===== config.mk =====
export PLATFORM = sky130hd
export DESIGN_NAME = cluster
export DESIGN_NICKNAME = d
export VERILOG_FILES = /design/src/design/cluster_pkg.sv /design/src/design/cluster.sv /design/src/design/mem_arb.sv /design/src/design/cluster_core.sv
export VERILOG_INCLUDE_DIRS = /design/src /design/src/design
export SDC_FILE = /design/constraint.sdc
export NUM_CORES = 1
export LEC_CHECK = 0
export CAP_MARGIN = 30
export CORE_MARGIN = 2
export CORE_UTILIZATION = 40
export DETAILED_ROUTE_END_ITERATION = 12
export DONT_BUFFER_PORTS = 1
export PLACE_DENSITY = 0.5
export SYNTH_ARGS = -nofsm -noshare
export SYNTH_HDL_FRONTEND = slang
export SYNTH_SLANG_ARGS = --single-unit

===== constraint.sdc =====
create_clock -name clk -period 3.35 [get_ports clk]
set_clock_uncertainty 0.2 [all_clocks]
set_input_delay 0.5025 -clock clk [delete_from_list [all_inputs] [get_ports clk]]
set_output_delay 0.5025 -clock clk [all_outputs]
set_load 0.005 [all_outputs]

===== src/design/cluster_defines.svh =====
`ifndef CLUSTER_DEFINES_SVH
`define CLUSTER_DEFINES_SVH

// Cluster size, 2, 4 or 8 cores
`define NUM_CORES       4
`define CORE_SEL_WIDTH  2

// Word addressed memory
`define ADDR_WIDTH      8
`define DATA_WIDTH      16

// Tag carries the issuing core index
`define MEM_TAG_WIDTH   `CORE_SEL_WIDTH

`endif

===== src/design/cluster_pkg.sv =====
package cluster_pkg;

    // Command operation
    typedef enum logic [1:0] {
        OP_LOAD,
        OP_STORE,
        OP_ADD      // fetch-and-add, returns old word
    } mem_op_e;

    // Per-core sequencer state
    typedef enum logic [2:0] {
        ST_IDLE,
        ST_READ,
        ST_WAIT,
        ST_WRITE,
        ST_DONE
    } core_state_e;

endpackage


===== src/design/cluster.sv =====
`timescale 1ns/100ps
`include "cluster_defines.svh"

module cluster (
    input  logic                                        clk,
    input  logic                                        arst_n,

    // Commands, one per core
    input  logic [`NUM_CORES-1:0]                       cmd_valid,
    input  cluster_pkg::mem_op_e [`NUM_CORES-1:0]       cmd_op,
    input  logic [`NUM_CORES-1:0][`ADDR_WIDTH-1:0]      cmd_addr,
    input  logic [`NUM_CORES-1:0][`DATA_WIDTH-1:0]      cmd_data,
    output logic [`NUM_CORES-1:0]                       cmd_ready,

    // Completion
    output logic [`NUM_CORES-1:0]                       done,
    output logic [`NUM_CORES-1:0][`DATA_WIDTH-1:0]      done_data,

    // Memory request
    output logic                                        mem_req_valid,
    output logic                                        mem_req_rw,
    output logic [`ADDR_WIDTH-1:0]                      mem_req_addr,
    output logic [`DATA_WIDTH-1:0]                      mem_req_data,
    output logic [`MEM_TAG_WIDTH-1:0]                   mem_req_tag,
    input  logic                                        mem_req_ready,

    // Memory response
    input  logic                                        mem_rsp_valid,
    input  logic [`DATA_WIDTH-1:0]                      mem_rsp_data,
    input  logic [`MEM_TAG_WIDTH-1:0]                   mem_rsp_tag,

    output logic                                        busy
);

    logic [`NUM_CORES-1:0]                      core_req_valid;
    logic [`NUM_CORES-1:0]                      core_req_rw;
    logic [`NUM_CORES-1:0][`ADDR_WIDTH-1:0]     core_req_addr;
    logic [`NUM_CORES-1:0][`DATA_WIDTH-1:0]     core_req_data;
    logic [`NUM_CORES-1:0]                      core_req_ready;
    logic [`NUM_CORES-1:0]                      core_rsp_valid;
    logic [`NUM_CORES-1:0][`DATA_WIDTH-1:0]     core_rsp_data;
    logic [`NUM_CORES-1:0]                      core_busy;

    for (genvar i = 0; i < `NUM_CORES; i++) begin : g_core
        cluster_core core_i (
            .clk        (clk),
            .arst_n     (arst_n),
            .cmd_valid  (cmd_valid[i]),
            .cmd_op     (cmd_op[i]),
            .cmd_addr   (cmd_addr[i]),
            .cmd_data   (cmd_data[i]),
            .cmd_ready  (cmd_ready[i]),
            .req_valid  (core_req_valid[i]),
            .req_rw     (core_req_rw[i]),
            .req_addr   (core_req_addr[i]),
            .req_data   (core_req_data[i]),
            .req_ready  (core_req_ready[i]),
            .rsp_valid  (core_rsp_valid[i]),
            .rsp_data   (core_rsp_data[i]),
            .done       (done[i]),
            .done_data  (done_data[i]),
            .busy       (core_busy[i])
        );
    end

    assign busy = |core_busy;   // any core mid-command

    mem_arb mem_arb_i (
        .clk            (clk),
        .arst_n         (arst_n),
        .req_valid      (core_req_valid),
        .req_rw         (core_req_rw),
        .req_addr       (core_req_addr),
        .req_data       (core_req_data),
        .req_ready      (core_req_ready),
        .rsp_valid      (core_rsp_valid),
        .rsp_data       (core_rsp_data),
        .mem_req_valid  (mem_req_valid),
        .mem_req_rw     (mem_req_rw),
        .mem_req_addr   (mem_req_addr),
        .mem_req_data   (mem_req_data),
        .mem_req_tag    (mem_req_tag),
        .mem_req_ready  (mem_req_ready),
        .mem_rsp_valid  (mem_rsp_valid),
        .mem_rsp_data   (mem_rsp_data),
        .mem_rsp_tag    (mem_rsp_tag)
    );

endmodule


===== src/design/mem_arb.sv =====
`timescale 1ns/100ps
`include "cluster_defines.svh"

module mem_arb (
    input  logic                                        clk,
    input  logic                                        arst_n,

    // Core requests
    input  logic [`NUM_CORES-1:0]                       req_valid,
    input  logic [`NUM_CORES-1:0]                       req_rw,
    input  logic [`NUM_CORES-1:0][`ADDR_WIDTH-1:0]      req_addr,
    input  logic [`NUM_CORES-1:0][`DATA_WIDTH-1:0]      req_data,
    output logic [`NUM_CORES-1:0]                       req_ready,

    // Core responses
    output logic [`NUM_CORES-1:0]                       rsp_valid,
    output logic [`NUM_CORES-1:0][`DATA_WIDTH-1:0]      rsp_data,

    // Memory request
    output logic                                        mem_req_valid,
    output logic                                        mem_req_rw,
    output logic [`ADDR_WIDTH-1:0]                      mem_req_addr,
    output logic [`DATA_WIDTH-1:0]                      mem_req_data,
    output logic [`MEM_TAG_WIDTH-1:0]                   mem_req_tag,
    input  logic                                        mem_req_ready,

    // Memory response
    input  logic                                        mem_rsp_valid,
    input  logic [`DATA_WIDTH-1:0]                      mem_rsp_data,
    input  logic [`MEM_TAG_WIDTH-1:0]                   mem_rsp_tag
);

    logic [`CORE_SEL_WIDTH-1:0]     rr_ptr;     // highest priority core
    logic [`CORE_SEL_WIDTH-1:0]     cand_idx;
    logic [`CORE_SEL_WIDTH-1:0]     grant_idx;
    logic                           found;
    logic                           can_accept;
    logic [`NUM_CORES-1:0]          grant;

    logic                           out_valid_q;
    logic                           out_rw_q;
    logic [`ADDR_WIDTH-1:0]         out_addr_q;
    logic [`DATA_WIDTH-1:0]         out_data_q;
    logic [`MEM_TAG_WIDTH-1:0]      out_tag_q;

    logic [`NUM_CORES-1:0]          rsp_valid_q;
    logic [`DATA_WIDTH-1:0]         rsp_data_q;

    // Output stage empty or draining this cycle
    assign can_accept = !out_valid_q || mem_req_ready;

    always_comb begin
        found     = 1'b0;
        grant_idx = '0;
        cand_idx  = '0;
        grant     = '0;
        for (int i = 0; i < `NUM_CORES; i++) begin
            cand_idx = rr_ptr + `CORE_SEL_WIDTH'(i);  // wraps around the cores
            if (!found && req_valid[cand_idx]) begin
                found     = 1'b1;
                grant_idx = cand_idx;
            end
        end
        if (found && can_accept) begin
            grant[grant_idx] = 1'b1;
        end
    end

    assign req_ready = grant;

    always_ff @(posedge clk or negedge arst_n) begin
        if (!arst_n) begin
            out_valid_q <= 1'b0;
            rr_ptr      <= '0;
        end else if (|grant) begin
            out_valid_q <= 1'b1;
            rr_ptr      <= grant_idx + 1'b1;
        end else if (mem_req_ready) begin
            out_valid_q <= 1'b0;
        end
    end

    always_ff @(posedge clk) begin
        if (|grant) begin
            out_rw_q   <= req_rw[grant_idx];
            out_addr_q <= req_addr[grant_idx];
            out_data_q <= req_data[grant_idx];
            out_tag_q  <= grant_idx;
        end
    end

    assign mem_req_valid = out_valid_q;
    assign mem_req_rw    = out_rw_q;
    assign mem_req_addr  = out_addr_q;
    assign mem_req_data  = out_data_q;
    assign mem_req_tag   = out_tag_q;

    // Response routing by tag
    always_ff @(posedge clk or negedge arst_n) begin
        if (!arst_n) begin
            rsp_valid_q <= '0;
        end else begin
            for (int i = 0; i < `NUM_CORES; i++) begin
                rsp_valid_q[i] <= mem_rsp_valid && (mem_rsp_tag == `MEM_TAG_WIDTH'(i));
            end
        end
    end

    always_ff @(posedge clk) begin
        if (mem_rsp_valid) rsp_data_q <= mem_rsp_data;
    end

    assign rsp_valid = rsp_valid_q;

    always_comb begin
        for (int i = 0; i < `NUM_CORES; i++) begin
            rsp_data[i] = rsp_data_q;   // only the tagged core sees valid
        end
    end

    // No requesting core is skipped while the output stage has room
    a_grant_onehot: assert property (
        @(posedge clk) disable iff (!arst_n)
        $onehot0(grant) && ((|grant) == ((|req_valid) && can_accept))
    );

    a_mem_req_stable: assert property (
        @(posedge clk) disable iff (!arst_n)
        (mem_req_valid && !mem_req_ready) |=>
            mem_req_valid && $stable({mem_req_rw, mem_req_addr, mem_req_data, mem_req_tag})
    );

endmodule


===== src/design/cluster_core.sv =====
`timescale 1ns/100ps
`include "cluster_defines.svh"

module cluster_core (
    input  logic                        clk,
    input  logic                        arst_n,

    // Command
    input  logic                        cmd_valid,
    input  cluster_pkg::mem_op_e        cmd_op,
    input  logic [`ADDR_WIDTH-1:0]      cmd_addr,
    input  logic [`DATA_WIDTH-1:0]      cmd_data,
    output logic                        cmd_ready,

    // Memory request
    output logic                        req_valid,
    output logic                        req_rw,
    output logic [`ADDR_WIDTH-1:0]      req_addr,
    output logic [`DATA_WIDTH-1:0]      req_data,
    input  logic                        req_ready,

    // Memory response
    input  logic                        rsp_valid,
    input  logic [`DATA_WIDTH-1:0]      rsp_data,

    // Completion
    output logic                        done,
    output logic [`DATA_WIDTH-1:0]      done_data,
    output logic                        busy
);

    cluster_pkg::core_state_e   state;
    cluster_pkg::core_state_e   state_d;
    cluster_pkg::mem_op_e       op_q;
    logic [`ADDR_WIDTH-1:0]     addr_q;
    logic [`DATA_WIDTH-1:0]     wdata_q;    // store word or add operand
    logic [`DATA_WIDTH-1:0]     result_q;
    logic                       cmd_fire;
    logic                       req_fire;

    assign cmd_fire = cmd_valid && cmd_ready;
    assign req_fire = req_valid && req_ready;

    always_comb begin
        state_d = state;
        case (state)
            cluster_pkg::ST_IDLE: begin
                if (cmd_fire) begin
                    state_d = (cmd_op == cluster_pkg::OP_STORE) ? cluster_pkg::ST_WRITE
                                                                : cluster_pkg::ST_READ;
                end
            end
            cluster_pkg::ST_READ: begin
                if (req_fire) state_d = cluster_pkg::ST_WAIT;
            end
            cluster_pkg::ST_WAIT: begin
                if (rsp_valid) begin
                    // Add goes on to write back the sum
                    state_d = (op_q == cluster_pkg::OP_ADD) ? cluster_pkg::ST_WRITE
                                                            : cluster_pkg::ST_DONE;
                end
            end
            cluster_pkg::ST_WRITE: begin
                if (req_fire) state_d = cluster_pkg::ST_DONE;
            end
            cluster_pkg::ST_DONE: state_d = cluster_pkg::ST_IDLE;
            default: state_d = cluster_pkg::ST_IDLE;
        endcase
    end

    always_ff @(posedge clk or negedge arst_n) begin
        if (!arst_n) begin
            state <= cluster_pkg::ST_IDLE;
        end else begin
            state <= state_d;
        end
    end

    always_ff @(posedge clk) begin
        if (cmd_fire) begin
            op_q     <= cmd_op;
            addr_q   <= cmd_addr;
            wdata_q  <= cmd_data;
            result_q <= cmd_data;  // store reports its own word
        end
        if (rsp_valid) begin
            result_q <= rsp_data;             // old word
            wdata_q  <= rsp_data + wdata_q;   // wraps at DATA_WIDTH
        end
    end

    assign cmd_ready = (state == cluster_pkg::ST_IDLE);
    assign req_valid = (state == cluster_pkg::ST_READ) || (state == cluster_pkg::ST_WRITE);
    assign req_rw    = (state == cluster_pkg::ST_WRITE);
    assign req_addr  = addr_q;
    assign req_data  = wdata_q;
    assign done      = (state == cluster_pkg::ST_DONE);
    assign done_data = result_q;
    assign busy      = (state != cluster_pkg::ST_IDLE);

    // Arbiter must only route our own reads back
    a_rsp_in_wait: assert property (
        @(posedge clk) disable iff (!arst_n)
        rsp_valid |-> (state == cluster_pkg::ST_WAIT)
    );

    a_req_stable: assert property (
        @(posedge clk) disable iff (!arst_n)
        (req_valid && !req_ready) |=> req_valid && $stable({req_rw, req_addr, req_data})
    );

endmodule


==> results.cfg, run 1 <==
[cts]
clockBufferDepth = 3
clk_latency_ps = 550
root_buffer = clkbuf_16
postCtsSetupRepairBufs = 0
cts_tree = built
clk_pin_slew_worst_paths_ps = 60
h-tree-depth = 1
clock-sinks = 230
cts_buffers = 28

[sta]
setup_tns_ps = 0
min_period_over_period_pct = 88.8
hold_violations = 0
fmax_mhz = 336
max_slew_margin_pct = 36.6
worst_pin_slew_ps = 948
slew_violations = 0
rsz0062_at_grt = no
min_period_ps = 2970
setup_viol = 0

[power_and_ir_drop]
peakVddDrop_v = 0.000519
p_leak_nw = 5.86
power_mw = 12.2
p_per_area_mw_per_mm2 = 792

[logic_synthesis]
synthTopCellsByArea = edfxtp_1, nand2_1, ha_1, dfrtp_1, mux2_2
ys_seq_area_share_pct = 53.5
ys_types = 72
synth_top_area_share_pct = 49.8
synth_area_per_cell_um2 = 10.8
synthesis.nets = 1369
synth_compound_area_share_pct = 15.2
synth_edf_count = 211
synth_top_family_by_area = simple AND/OR/NAND/NOR gates
yosys.cell_count.top_type = nand2_1
yosysWarnings = 0
synth_xor_area_share_pct = 1.86
async_flop_share_pct = 8.26
synth.area.mux_share_pct = 3.33
synth_seq_cells = 230
synth-adder-area-share_pct = 6.53
synth_cells = 1175
synthFlopType = edfxtp_1
synth_area_mm2 = 0.0127
synth-simple-area-share_pct = 16.2
post-synth-top-area-cell = edfxtp_1
synthTopCellsByCount = nand2_1, edfxtp_1, o21ai_0, ha_1, a21oi_1

[detailed_routing]
ant_nets = 0
dr_total_vias = 9938
drt-initial-drc-count = 810
drc_errors = 0
via_per_inst = 5.76
wl_mm = 39.7
first_pass_iters = 5
wire_per_inst_um = 23.0

[layout]
fillers = 2929
syn_to_final_growth_pct = 20.5
multi_input_area_mm2 = 0.00551
final_cell_area_mm2 = 0.0153
layout.nets = 1496
instances_no_fill = 1726
utilization_pct = 48.7
diodes = 0
drive_above_1_share_pct = 10.0
regArea_mm2 = 0.00681

[setup_path]
cp-end-kind = register
worstPathMaxFanout = 8
max_stage_delay_ps = 620
arrival_ps = 3070
critical_path_class = register to register
cp_slowest_cell = edfxtp_1
crit_path_start_kind = register
required_ps = 3450
path_cells = ha_1, o21ai_1, o21a_1, nor3_1, o311ai_1, mux2i_1, or3_1

[floorplan]
core-area_mm2 = 0.0315
io_pins = 231
die_x_um = 182
dieArea_mm2 = 0.0333
rows = 65
die_y_um = 182
initial_utilization_pct = 40.4

[global_route]
grt_pass1_vias = 9835
grt_usage_pct = 23.4
grt_pass1_wl_mm = 58.8
antenna_found_initial = 1
grt_start_max_net_pins = 54
gr-total-overflow = 0

[place]
io_buffer_count = 0
gp_congestion = 0.857
dpl.cell_count = 1553
hpwl_mm = 27.9
post_dp_cell_area_mm2 = 0.0132

[hold_path]
worstHoldPathType = input port to register

[outcome]
outcome = completed

[run]
drv_cap = 0
layout make-up:
type / instances / share of cell area, %
Clock buffer: 39 / 5.24
Multi-Input combinational cell: 851 / 35.9
Inverter: 38 / 0.946
Sequential cell: 230 / 44.4
Timing Repair Buffer: 153 / 9.55
Clock inverter: 13 / 0.685
Tap cell: 402 / 3.28
cells by family after synthesis:
| logic type | count (synthesis) |
|---|---|
| AND/OR/NAND/NOR | 437 |
| AO/OA/AOI/OAI | 285 |
| flip-flops | 230 |
| buffers and inverters | 94 |
| adder cells (fa/ha/maj) | 64 |
| multiplexers | 38 |
| XOR/XNOR | 27 |
through the flow:
stage,hold slack (ps),setup slack [ps]
floorplan,6.91,694
global placement,7.80,460
detailed placement,7.70,405
CTS,1.32,397
global route,0.923,143
finish,8.77,375
registers in the layout, summed over array words and instances (netlist names):
signal / count
g_core.core_i.req_addr: 32
mem_arb_i.rsp_valid: 4
g_core.core_i.done_data: 64
g_core.core_i.req_data: 64
g_core.core_i.state: 12
g_core.core_i.op_q: 8
mem_arb_i.mem_req_addr: 8
mem_arb_i.mem_req_data: 16
mem_arb_i.mem_req_valid: 1
mem_arb_i.mem_req_rw: 1
mem_arb_i.mem_req_tag: 2
mem_arb_i.rsp_data_q: 16
mem_arb_i.rr_ptr: 2
layer usage:
metal / up-vias / GRT usage, % / routed length [um]
met1: 4839 / 30.7 / 17000
met2: 378 / 38.5 / 18500
li1: 4660 / - / -
met5: - / 0 / 0
met3: 61 / 5.51 / 3090
met4: 0 / 7.32 / 1080
layout by cell type, fill, tap and decap left out, drive strengths merged, types with 32 or more instances in the layout:
cell,instances
nand2,229
edfxtp,211
dlygate4sd3,120
o21ai,63
ha,60
a21oi,42
inv,40
clkbuf,39
nor2,38
mux2,35
nor3,33
buf,33
a31oi,32
worst max-delay path: cells and delay by family (launching register included):
family	cells	cell delay, ps
compound gates	3	520
fa+ha+maj	1	460
flops	1	620
mux	1	150
simple gates	2	780
final timing paths:
kind	startpoint	to	slack [ps]	cells after the start
min in group asynchronous	arst_n	g_core[2].core_i.state[0]	130	1
setup reg to reg	mem_arb_i.rsp_data_q[2]	g_core[1].core_i.req_data[15]	380	7
max in group asynchronous	arst_n	mem_arb_i.rsp_valid[3]	2370	2
setup / recovery	mem_arb_i.rsp_data_q[2]	g_core[1].core_i.req_data[15]	380	7
hold reg to reg	g_core[3].core_i.state[2]	g_core[3].core_i.state[1]	350	1
hold / removal	cmd_data[58]	g_core[3].core_i.done_data[10]	9	2
timing repair:
| action | 4_1_cts | 5_1_grt |
|---|---|---|
| hold buffers | 119 | 1 |
| setup endpoints to repair | 0 | 0 |
| endpoints found under the hold margin | 191 | 1 |
| resized for setup | 0 | 0 |
power by group:
group          internal, mW  switching (mW)
Combinational          1.62            2.87
Clock                  1.76            1.24
Sequential             4.11           0.553
Note: power is estimated with default switching activity, not from simulation.
==> inputs of run 2 (changes only) <==
PLACE_DENSITY = 0.64   (was 0.5)
==> run 2 against run 1 <==
  * Die area unchanged
  * Register-to-register slack got worse by 150 ps
  * Combinational power hardly changed
  * Maximum frequency shrank 4.9%
  * Non-clock buffer count is 10 lower
  * Largest cell class unchanged
==> results.cfg, run 2 (same netlist as run 1, synthesis figures left out) <==
[sta]
rsz0062_at_grt = no
setup_tns_ps = 0
max_slew_margin_pct = 36.0
worst_pin_slew_ps = 956
setup_viol = 0
whs_ps = 9.40
hold_violations = 0
fmax_mhz = 320
min_period_over_period_pct = 93.4
slew_violations = 0
min_period_ps = 3130

[global_route]
grt_pass1_vias = 9961
grt_start_max_net_pins = 37
gr-total-overflow = 0
antenna_found_initial = 1
grt_usage_pct = 23.3
grt_pass1_wl_mm = 59.0

[setup_path]
path_buf_inv = 1
reg2reg_to = g_core[1].core_i.req_data[10]
crit_path_start_kind = register
rr_worst_depth = 9
crit_family = compound AO/OA/AOI/OAI gates
arrival_ps = 3210
path_cells = ha_1, inv_1, fa_1, nor2b_1, o31a_1, o21ai_0, o21ai_0, xor2_1, mux2_2
max_stage_delay_ps = 570
required_ps = 3440
cp_slowest_cell = edfxtp_1
worstPathMaxFanout = 8
cp-end-kind = register
r2r_start = mem_arb_i.rsp_data_q[0]
timing.critical_path.mode_cell = o21ai_0
critical_path_class = register to register
r2r_setup_slack_ps = 220

[layout]
final_cell_area_mm2 = 0.0153
mostFrequentLayoutCell = nand2_1
layout.nets = 1485
drive_above_1_share_pct = 10.1
fillers = 2777
final_cell_mix = nand2_1, edfxtp_1, dlygate4sd3_1, o21ai_0, ha_1
syn_to_final_growth_pct = 20.5
instances_no_fill = 1714

[power_and_ir_drop]
power_frac_comb_pct = 36.0
p_per_area_mw_per_mm2 = 816
p_sw_mw = 4.67
p_seq_share_pct = 37.3
p_int_mw = 7.83
switching_share_pct = 37.4
p_clk_share_pct = 26.7
peakVddDrop_v = 0.000562
p_leak_nw = 5.85

[cts]
clk_latency_ps = 540
cts_tree = built
cts_resized = 0
clockBufferDepth = 3
h-tree-depth = 1
holdBufCountCts = 112
cts_buffers = 27
postCtsSetupRepairBufs = 0
clock-sinks = 230
clk_pin_slew_worst_paths_ps = 70
root_buffer = clkbuf_16

[place]
hpwl_mm = 27.6
post_dp_cell_area_mm2 = 0.0132
io_buffer_count = 0
gp_congestion = 0.912
dpl.cell_count = 1552

[hold_path]
hp-start = cmd_data[56]
holdPathStages = 2
holdPathEnd = g_core[3].core_i.done_data[8]
worstHoldPathType = input port to register

[floorplan]
initial_utilization_pct = 40.4
dieArea_mm2 = 0.0333
core-area_mm2 = 0.0315
die_y_um = 182
die_x_um = 182
rows = 65
io_pins = 231

[detailed_routing]
drc_errors = 0
drt-initial-drc-count = 876
via_per_inst = 5.82
first_pass_iters = 6
ant_nets = 0
wl_mm = 39.6
dr_total_vias = 9972
wire_per_inst_um = 23.1

[run]
drv_cap = 0

[outcome]
outcome = completed
run 2: cell type report:
cell class	instances	area, um2	area share, %
Sequential cell	230	6810	44.4
Multi-Input combinational cell	851	5510	35.9
Timing Repair Buffer	143	1350	8.83
Clock buffer	29	683	4.46
Tap cell	402	503	3.28
Clock inverter	20	324	2.11
Inverter	38	145	0.947
Antenna cell	1	2.50	0.0163
run 2: worst max-delay path by stage:
stage / startpoint / to / depth (start not counted)
after detailed placement: mem_arb_i.rsp_data_q[0] / g_core[1].core_i.req_data[10] / 9
after global placement: mem_arb_i.rsp_data_q[3] / g_core[1].core_i.req_data[15] / 7
after floorplan: g_core[2].core_i.state[2] / g_core[1].core_i.state[1] / 6
after CTS: mem_arb_i.rsp_data_q[0] / g_core[1].core_i.req_data[10] / 9
after global routing: mem_arb_i.rsp_data_q[2] / g_core[3].core_i.req_data[11] / 7
final: mem_arb_i.rsp_data_q[0] / g_core[1].core_i.req_data[10] / 9
run 2: stage by stage:
step / setup slack, ps / total power [mW] / util, %
after floorplan: 694 / 7.73 / -
after global placement: 495 / 8.91 / 41.9
after detailed placement: 328 / 8.92 / 41.9
after CTS: 300 / 12.5 / 48.7
after global routing: 149 / 13.2 / 48.7
final: 223 / 12.5 / 48.7
run 2: power groups by stage:
stage	Clock, mW	Combinational [mW]	Sequential [mW]
3_3_place_gp	0	4.21	4.70
3_5_place_dp	0	4.23	4.70
6_report	3.34	4.50	4.66
2_1_floorplan	0	3.29	4.44
5_1_grt	3.50	4.94	4.74
4_1_cts	3.38	4.41	4.66
run 2: layer usage:
metal / track usage (%) / up-vias / share of wire, %
li1: - / 4640 / -
met1: 30.1 / 4790 / 40
met2: 38.6 / 482 / 47
met3: 5.53 / 60 / 9.8
met4: 7.77 / 0 / 3.2
met5: 0 / - / 0
